### config.mk
export PLATFORM = sky130hd
export DESIGN_NAME = core
export DESIGN_NICKNAME = d
export VERILOG_FILES = /design/src/core_pkg.sv /design/src/core.sv /design/src/decode.sv /design/src/execute.sv /design/src/fetch_stage.sv /design/src/regfile.sv /design/src/writeback.sv
export SDC_FILE = /design/constraint.sdc
export NUM_CORES = 2
export LEC_CHECK = 0
export ABC_AREA = 0
export ABC_CLOCK_PERIOD_IN_PS = 4700
export BUFFER_PORTS_ARGS = -buffer_cell sky130_fd_sc_hd__buf_2
export CAP_MARGIN = 20
export CORE_ASPECT_RATIO = 1.2
export CORE_MARGIN = 2
export CORE_UTILIZATION = 40
export DETAILED_ROUTE_END_ITERATION = 8
export GPL_ROUTABILITY_DRIVEN = 1
export SYNTH_ARGS = -nofsm -noshare
export SYNTH_HDL_FRONTEND = slang
export SYNTH_SLANG_ARGS = --single-unit
### constraint.sdc
create_clock -name clk -period 4.7 [get_ports clk]
set_input_delay 0.705 -clock clk [delete_from_list [all_inputs] [get_ports clk]]
set_output_delay 0.705 -clock clk [all_outputs]
set_load 0.01 [all_outputs]
### src/core_pkg.sv
package core_pkg;

	// data and instruction widths.
	localparam int xlen = 64;
	localparam int ilen = 32;
	localparam int reg_addr_w = 5;

	localparam logic [xlen-1:0] default_reset_pc = 64'h8000_0000;

	// major opcodes of the supported subset.
	localparam logic [6:0] opcode_op_imm = 7'b0010011;
	localparam logic [6:0] opcode_op = 7'b0110011;
	localparam logic [6:0] opcode_lui = 7'b0110111;

	// funct7 values for register-register ops.
	localparam logic [6:0] funct7_base = 7'b0000000;
	localparam logic [6:0] funct7_alt = 7'b0100000;

	typedef enum logic [3:0] {
		op_addi,
		op_add,
		op_sub,
		op_and,
		op_or,
		op_xor,
		op_slt,
		op_lui,
		op_invalid
	} op_t;

	typedef enum logic [2:0] {
		alu_add,
		alu_sub,
		alu_and,
		alu_or,
		alu_xor,
		alu_slt,
		alu_pass_b
	} alu_op_t;

endpackage

### src/core.sv
module core #(
	parameter logic [core_pkg::xlen-1:0] RESET_PC = core_pkg::default_reset_pc
) (
	input  logic clk,
	input  logic reset,
	output logic ireq_valid,
	output logic [core_pkg::xlen-1:0] ireq_addr,
	input  logic iresp_data_ok,
	input  logic [core_pkg::ilen-1:0] iresp_data,
	output logic commit_valid,
	output logic [core_pkg::xlen-1:0] commit_pc,
	output logic [core_pkg::ilen-1:0] commit_instr,
	output logic commit_wen,
	output logic [core_pkg::reg_addr_w-1:0] commit_wdest,
	output logic [core_pkg::xlen-1:0] commit_wdata
);
	import core_pkg::*;

	logic f_valid;
	logic [xlen-1:0] f_pc;
	logic [ilen-1:0] f_instr;

	logic d_valid;
	logic [xlen-1:0] d_pc;
	logic [ilen-1:0] d_instr;
	alu_op_t d_alu_op;
	logic [xlen-1:0] d_a;
	logic [xlen-1:0] d_b;
	logic d_wen;
	logic [reg_addr_w-1:0] d_wdest;

	logic e_valid;
	logic [xlen-1:0] e_pc;
	logic [ilen-1:0] e_instr;
	logic e_wen;
	logic [reg_addr_w-1:0] e_wdest;
	logic [xlen-1:0] e_result;

	logic [reg_addr_w-1:0] rf_raddr1;
	logic [reg_addr_w-1:0] rf_raddr2;
	logic [xlen-1:0] rf_rdata1;
	logic [xlen-1:0] rf_rdata2;
	logic rf_wen;
	logic [reg_addr_w-1:0] rf_waddr;
	logic [xlen-1:0] rf_wdata;

	fetch_stage #(.RESET_PC(RESET_PC)) fetch_stage_i (
		.clk, .reset,
		.ireq_valid, .ireq_addr, .iresp_data_ok, .iresp_data,
		.f_valid, .f_pc, .f_instr
	);

	decode decode_i (
		.clk, .reset,
		.f_valid, .f_pc, .f_instr,
		.rf_raddr1, .rf_raddr2, .rf_rdata1, .rf_rdata2,
		.d_valid, .d_pc, .d_instr, .d_alu_op, .d_a, .d_b, .d_wen, .d_wdest
	);

	regfile regfile_i (
		.clk, .reset,
		.raddr1(rf_raddr1), .raddr2(rf_raddr2),
		.rdata1(rf_rdata1), .rdata2(rf_rdata2),
		.wen(rf_wen), .waddr(rf_waddr), .wdata(rf_wdata)
	);

	execute execute_i (
		.clk, .reset,
		.d_valid, .d_pc, .d_instr, .d_alu_op, .d_a, .d_b, .d_wen, .d_wdest,
		.e_valid, .e_pc, .e_instr, .e_wen, .e_wdest, .e_result
	);

	writeback writeback_i (
		.clk, .reset,
		.e_valid, .e_pc, .e_instr, .e_wen, .e_wdest, .e_result,
		.rf_wen, .rf_waddr, .rf_wdata,
		.commit_valid, .commit_pc, .commit_instr,
		.commit_wen, .commit_wdest, .commit_wdata
	);

endmodule

### src/decode.sv
module decode (
	input  logic clk,
	input  logic reset,
	input  logic f_valid,
	input  logic [core_pkg::xlen-1:0] f_pc,
	input  logic [core_pkg::ilen-1:0] f_instr,
	output logic [core_pkg::reg_addr_w-1:0] rf_raddr1,
	output logic [core_pkg::reg_addr_w-1:0] rf_raddr2,
	input  logic [core_pkg::xlen-1:0] rf_rdata1,
	input  logic [core_pkg::xlen-1:0] rf_rdata2,
	output logic d_valid,
	output logic [core_pkg::xlen-1:0] d_pc,
	output logic [core_pkg::ilen-1:0] d_instr,
	output core_pkg::alu_op_t d_alu_op,
	output logic [core_pkg::xlen-1:0] d_a,
	output logic [core_pkg::xlen-1:0] d_b,
	output logic d_wen,
	output logic [core_pkg::reg_addr_w-1:0] d_wdest
);
	import core_pkg::*;

	logic [6:0] opcode;
	logic [2:0] funct3;
	logic [6:0] funct7;
	logic [reg_addr_w-1:0] rd;
	logic [xlen-1:0] imm_i;
	logic [xlen-1:0] imm_u;
	logic [xlen-1:0] b_sel;
	logic wen;
	op_t op;
	alu_op_t alu_op;

	assign opcode = f_instr[6:0];
	assign rd = f_instr[11:7];
	assign funct3 = f_instr[14:12];
	assign funct7 = f_instr[31:25];
	assign rf_raddr1 = f_instr[19:15];
	assign rf_raddr2 = f_instr[24:20];

	assign imm_i = {{(xlen-12){f_instr[31]}}, f_instr[31:20]};
	assign imm_u = {{(xlen-32){f_instr[31]}}, f_instr[31:12], 12'b0};

	always_comb begin
		op = op_invalid;
		case (opcode)
			opcode_op_imm: begin
				if (funct3 == 3'b000) op = op_addi;
			end
			opcode_op: begin
				case ({funct7, funct3})
					{funct7_base, 3'b000}: op = op_add;
					{funct7_alt, 3'b000}: op = op_sub;
					{funct7_base, 3'b111}: op = op_and;
					{funct7_base, 3'b110}: op = op_or;
					{funct7_base, 3'b100}: op = op_xor;
					{funct7_base, 3'b010}: op = op_slt;
					default: op = op_invalid;
				endcase
			end
			opcode_lui: op = op_lui;
			default: op = op_invalid;
		endcase
	end

	always_comb begin
		case (op)
			op_sub: alu_op = alu_sub;
			op_and: alu_op = alu_and;
			op_or: alu_op = alu_or;
			op_xor: alu_op = alu_xor;
			op_slt: alu_op = alu_slt;
			op_lui: alu_op = alu_pass_b;
			default: alu_op = alu_add; // addi, add, and dead invalid.
		endcase
	end

	always_comb begin
		case (op)
			op_addi: b_sel = imm_i;
			op_lui: b_sel = imm_u;
			default: b_sel = rf_rdata2;
		endcase
	end

	assign wen = (op != op_invalid) && (rd != '0); // x0 writes dropped.

	always_ff @(posedge clk) begin
		if (reset) begin
			d_valid <= 1'b0;
			d_wen <= 1'b0;
		end else begin
			d_valid <= f_valid;
			d_wen <= f_valid & wen;
		end
	end

	always_ff @(posedge clk) begin
		d_pc <= f_pc;
		d_instr <= f_instr;
		d_alu_op <= alu_op;
		d_a <= rf_rdata1;
		d_b <= b_sel;
		d_wdest <= rd;
	end

endmodule

### src/execute.sv
module execute (
	input  logic clk,
	input  logic reset,
	input  logic d_valid,
	input  logic [core_pkg::xlen-1:0] d_pc,
	input  logic [core_pkg::ilen-1:0] d_instr,
	input  core_pkg::alu_op_t d_alu_op,
	input  logic [core_pkg::xlen-1:0] d_a,
	input  logic [core_pkg::xlen-1:0] d_b,
	input  logic d_wen,
	input  logic [core_pkg::reg_addr_w-1:0] d_wdest,
	output logic e_valid,
	output logic [core_pkg::xlen-1:0] e_pc,
	output logic [core_pkg::ilen-1:0] e_instr,
	output logic e_wen,
	output logic [core_pkg::reg_addr_w-1:0] e_wdest,
	output logic [core_pkg::xlen-1:0] e_result
);
	import core_pkg::*;

	logic [xlen-1:0] result;
	logic lt;

	assign lt = $signed(d_a) < $signed(d_b); // signed compare for slt.

	always_comb begin
		case (d_alu_op)
			alu_add: result = d_a + d_b;
			alu_sub: result = d_a - d_b;
			alu_and: result = d_a & d_b;
			alu_or: result = d_a | d_b;
			alu_xor: result = d_a ^ d_b;
			alu_slt: result = {{(xlen-1){1'b0}}, lt};
			alu_pass_b: result = d_b; // lui.
			default: result = '0;
		endcase
	end

	always_ff @(posedge clk) begin
		if (reset) begin
			e_valid <= 1'b0;
			e_wen <= 1'b0;
		end else begin
			e_valid <= d_valid;
			e_wen <= d_valid & d_wen;
		end
	end

	always_ff @(posedge clk) begin
		e_pc <= d_pc;
		e_instr <= d_instr;
		e_wdest <= d_wdest;
		e_result <= result;
	end

endmodule

### src/fetch_stage.sv
module fetch_stage #(
	parameter logic [core_pkg::xlen-1:0] RESET_PC = core_pkg::default_reset_pc
) (
	input  logic clk,
	input  logic reset,
	output logic ireq_valid,
	output logic [core_pkg::xlen-1:0] ireq_addr,
	input  logic iresp_data_ok,
	input  logic [core_pkg::ilen-1:0] iresp_data,
	output logic f_valid,
	output logic [core_pkg::xlen-1:0] f_pc,
	output logic [core_pkg::ilen-1:0] f_instr
);
	import core_pkg::*;

	logic [xlen-1:0] pc;
	logic accept;

	assign ireq_valid = 1'b1; // always requesting.
	assign ireq_addr = pc;
	assign accept = ireq_valid & iresp_data_ok;

	// no branches, so pc only steps by 4.
	always_ff @(posedge clk) begin
		if (reset) begin
			pc <= RESET_PC;
		end else if (accept) begin
			pc <= pc + xlen'(4);
		end
	end

	// stall loads a bubble.
	always_ff @(posedge clk) begin
		if (reset) begin
			f_valid <= 1'b0;
		end else begin
			f_valid <= accept;
		end
	end

	always_ff @(posedge clk) begin
		f_pc <= pc;
		f_instr <= iresp_data;
	end

endmodule

### src/regfile.sv
module regfile (
	input  logic clk,
	input  logic reset,
	input  logic [core_pkg::reg_addr_w-1:0] raddr1,
	input  logic [core_pkg::reg_addr_w-1:0] raddr2,
	output logic [core_pkg::xlen-1:0] rdata1,
	output logic [core_pkg::xlen-1:0] rdata2,
	input  logic wen,
	input  logic [core_pkg::reg_addr_w-1:0] waddr,
	input  logic [core_pkg::xlen-1:0] wdata
);
	import core_pkg::*;

	logic [xlen-1:0] regs [1:31]; // no storage for x0.

	always_ff @(posedge clk) begin
		if (reset) begin
			for (int i = 1; i < 32; i++) begin
				regs[i] <= '0;
			end
		end else if (wen && waddr != '0) begin
			regs[waddr] <= wdata;
		end
	end

	function automatic logic [xlen-1:0] read_port(input logic [reg_addr_w-1:0] addr);
		if (addr == '0) return '0;
		else if (wen && addr == waddr) return wdata; // write-through.
		else return regs[addr];
	endfunction

	always_comb begin
		rdata1 = read_port(raddr1);
		rdata2 = read_port(raddr2);
	end

endmodule

### src/writeback.sv
module writeback (
	input  logic clk,
	input  logic reset,
	input  logic e_valid,
	input  logic [core_pkg::xlen-1:0] e_pc,
	input  logic [core_pkg::ilen-1:0] e_instr,
	input  logic e_wen,
	input  logic [core_pkg::reg_addr_w-1:0] e_wdest,
	input  logic [core_pkg::xlen-1:0] e_result,
	output logic rf_wen,
	output logic [core_pkg::reg_addr_w-1:0] rf_waddr,
	output logic [core_pkg::xlen-1:0] rf_wdata,
	output logic commit_valid,
	output logic [core_pkg::xlen-1:0] commit_pc,
	output logic [core_pkg::ilen-1:0] commit_instr,
	output logic commit_wen,
	output logic [core_pkg::reg_addr_w-1:0] commit_wdest,
	output logic [core_pkg::xlen-1:0] commit_wdata
);

	// commit ports are the writeback register itself.
	always_ff @(posedge clk) begin
		if (reset) begin
			commit_valid <= 1'b0;
			commit_wen <= 1'b0;
		end else begin
			commit_valid <= e_valid;
			commit_wen <= e_valid & e_wen;
		end
	end

	always_ff @(posedge clk) begin
		commit_pc <= e_pc;
		commit_instr <= e_instr;
		commit_wdest <= e_wdest;
		commit_wdata <= e_result;
	end

	assign rf_wen = commit_valid & commit_wen; // lands on the next edge.
	assign rf_waddr = commit_wdest;
	assign rf_wdata = commit_wdata;

endmodule
==> flow_summary.yaml <==
sta:
  fin_worst_hold_slack_ns: 0.115
  rsz0062_at_grt: "no"
  fin_ws_ns: 0.544
  skew_ns: 0.0824
  slew_headroom_pct: 9.58
  fin_crit_ns: 4.16
  fin_tns_setup_ns: 0
  finalCritPeriodShare_pct: 88.4
  slew_violations: 0
  finalSetupViolations: 0
  timing.final.hold_violations: 0
  tightest_slew_ns: 1.34
  fmax_mhz: 241
synthesis:
  yosysTopAreaCell: "edfxtp_1"
  postSynthAreaPerCell_um2: 14.1
  yosys.area_share.simple_pct: 12.6
  synth_mux_area_share_pct: 21.7
  synth_top_family_by_area: "multiplexers"
  synth_fa_ha_area_share_pct: 2.03
  synth_most_common_cell: "edfxtp_1"
  synthXorXnorAreaFrac_pct: 0.523
  synth-edff-count: 2048
  syn_area_mm2: 0.137
  synth_top_area_share_pct: 44.8
  synth_flop_cell: "edfxtp_1"
  async_reset_ff_share_pct: 0
  synthCells: 9723
  yosysWarnings: 0
  ys_seq_elements: 2752
  ys_seq_area_share_pct: 55.1
  post_synth_num_cell_types: 86
  synth-compound-area-share_pct: 4.93
  synthTopCellsByArea: "edfxtp_1 45%, mux4_2 20%, dfxtp_1 10%"
  synth_commonest_cells: "2048 x edfxtp_1, 2005 x and2_1, 1213 x mux4_2"
clocking:
  cts_tree: "built"
  ctsResizeCount: 0
  clk_pin_slew_worst_paths_ns: 0.07
  cts_max_level: 5
  cts_sinks: 2752
  clockBufferDepth: 4
  numCtsBuffers: 305
  cts-root-buf: "clkbuf_16"
  clock_latency_ns: 0.93
run_status:
  status: "complete, but fails checks"
  violations: "antenna violations"
min_path:
  hold_depth: 3
  min_from: "iresp_data_ok"
  hold_path_class: "in -> reg"
  holdPathEnd: "fetch_stage_i.ireq_addr[2]"
placement:
  io_buffers: 261
  gp_congestion: 0.928
  dp_slack_ns: 0.606
  hpwl_mm: 312
power_and_ir_drop:
  p_leak_nw: 57.7
  ir_drop_v: 0.000265
  power_per_cell_area_mw_per_mm2: 418
layout:
  seq_area_mm2: 0.0756
  syn2layout_area_growth_pct: 14.0
  drive_gt1_share_pct: 24.2
  fillCellCount: 29800
  nNetsFinal: 10100
  multiInputGateArea_mm2: 0.0580
  fin_util_pct: 45.8
setup_path:
  critPathMaxFanout: 14
  reg2reg_depth: 14
  crit_required_ns: 5.45
  critical_path_buf_inv_count: 2
  slowest_delay_ns: 0.60
  crit_path_end_kind: "register"
  reg2reg_from: "decode_i.d_b[16]"
  cp_cell_sequence: "inv_1 > ha_1 > nand2_1 > nor2_1 > o311ai_0 > a21oi_1 > a21oi_1 > o31ai_1 > a21boi_0 > buf_4 > nor4_1 > a311oi_1 > a32oi_1 > o311ai_0"
  worstSetupPathType: "reg -> reg"
  crit_family: "compound AO/OA/AOI/OAI gates"
  start_kind: "register"
  rrSetupSlack_ns: 0.54
  cp_slowest_cell: "ha_1"
  arrival_ns: 4.91
  worstReg2RegEnd: "execute_i.e_result[38]"
global_routing:
  grt_remaining_overflow: 0
  grtUsageTotal_pct: 29.7
  grt_pass1_wl_mm: 727
  grt_pass1_vias: 92900
  antenna_found_initial: 59
  grt_max_degree: 115
route:
  post_drt_via_cell_ratio: 6.36
  remaining_drc_errors: 0
  dr_wl_met2_mm: 244
  detail_route.wl_per_cell_um: 35.9
  via_count: 93200
  ant_nets: 2
  highest_layer: "met5"
  firstDrtPassIters: 9
  routed_wl_mm: 526
  met3_length_mm: 63.4
  met1_length_mm: 181
  dr.first_iter.drc_count: 15700
floorplan:
  start_util_pct: 40.2
  coreArea_mm2: 0.342
  fp-row-count: 235
  dieArea_mm2: 0.348
  die_width_um: 539
  dieHeight_um: 646
  ioPinCount: 267
run:
  cap_violations: 0
## routing by layer
| layer | up-vias | global-route usage (%) |
|---|---|---|
| met3 | 1602 | 6.79 |
| met5 | - | 0 |
| met4 | 10 | 18.3 |
| li1 | 36800 | - |
| met1 | 47700 | 36.6 |
| met2 | 7055 | 47.5 |
## layout make-up
type	count	area share (%)
clock inverters	152	0.871
repair buffers	707	4.23
inverters	201	0.482
flip-flops and latches	2752	48.3
multi-input cells	5906	37.1
well taps	4503	3.60
diodes	52	0.0831
clock buffers	392	5.34
## kinds of logic after synthesis
kind of cell               after synthesis
xor gates and xnor gates                82
buffers and inverters                 1132
muxes                                 1462
and+or+nand+nor                       3013
adders and majority gates              222
DFF                                   2752
AOI/OAI and AO/OA                     1058
other                                    2
## stage by stage
stage | area [um2] | instances | total power [mW]
after floorplan | 138000 | 9790 | 35.7
after global placement | 146000 | 14000 | 41.2
after detailed placement | 146000 | 14000 | 41.5
after CTS | 156000 | 14600 | 65.2
after global routing | 156000 | 14600 | 67.1
final | 157000 | 14700 | 65.4
## placed cells by master, fill, tap and decap left out, types with 30 or more instances in the layout
master	count
a211oi_1	96
nor2b_1	54
o221ai_1	30
nand2_1	292
inv_1	199
nor2_1	288
or2_4	31
and2_1	2005
buf_12	133
edfxtp_1	2048
o21ai_0	261
buf_2	260
conb_1	69
mux4_2	1213
xnor2_1	36
ha_1	220
buf_4	269
nand4_1	32
dfxtp_1	690
clkbuf_1	60
clkinv_1	49
nor3_1	55
clkbuf_16	316
nor2_4	31
clkinv_2	49
xor2_1	46
nand3_1	67
o21bai_1	39
a21oi_1	288
mux2i_1	244
o31ai_1	39
o22ai_1	60
diode_2	52
dlygate4sd3_1	32
nor4_1	34
## registers in the layout, summed over array words and instances (netlist names)
name	cells
decode_i.d_wen	1
decode_i.d_instr	32
decode_i.d_alu_op	3
writeback_i.commit_wdata	64
fetch_stage_i.f_pc	62
writeback_i.commit_instr	32
writeback_i.commit_wen	1
fetch_stage_i.ireq_addr	62
decode_i.d_valid	1
execute_i.e_instr	32
execute_i.e_result	64
fetch_stage_i.f_instr	32
regfile_i.regs	2048
execute_i.e_pc	62
fetch_stage_i.f_valid	1
writeback_i.commit_pc	62
decode_i.d_b	64
decode_i.d_pc	62
decode_i.d_a	64
execute_i.e_valid	1
writeback_i.commit_valid	1
execute_i.e_wen	1
## power breakdown
part,switching [mW],internal [mW]
clock,10.3,13.6
combinational,8.08,4.24
sequential,1.58,27.6
## worst register-to-register path: cells and delay by family (launching register included)
family | cells | cell delay (ns)
buf+inv | 2 | 0.28
compound gates | 8 | 2.26
simple gates | 3 | 0.56
fa+ha+maj | 1 | 0.60
flops | 1 | 0.38
## worst max-delay path by stage
stage | start | to | slack [ns] | depth (start not counted)
floorplan | decode_i.d_b[6] | execute_i.e_result[61] | 1.41 | 14
global placement | decode_i.d_a[2] | execute_i.e_result[63] | 0.45 | 14
detailed placement | decode_i.d_a[6] | execute_i.e_result[59] | 0.61 | 14
CTS | decode_i.d_a[6] | execute_i.e_result[59] | 0.57 | 14
global route | decode_i.d_b[16] | execute_i.e_result[38] | 0.25 | 14
finish | decode_i.d_b[16] | execute_i.e_result[38] | 0.54 | 14
## what timing repair did
item,in CTS,in global routing
setup buffers,0,0
endpoints found under the hold margin,32,0
hold buffers,32,0
(Power assumes the default switching activity.)
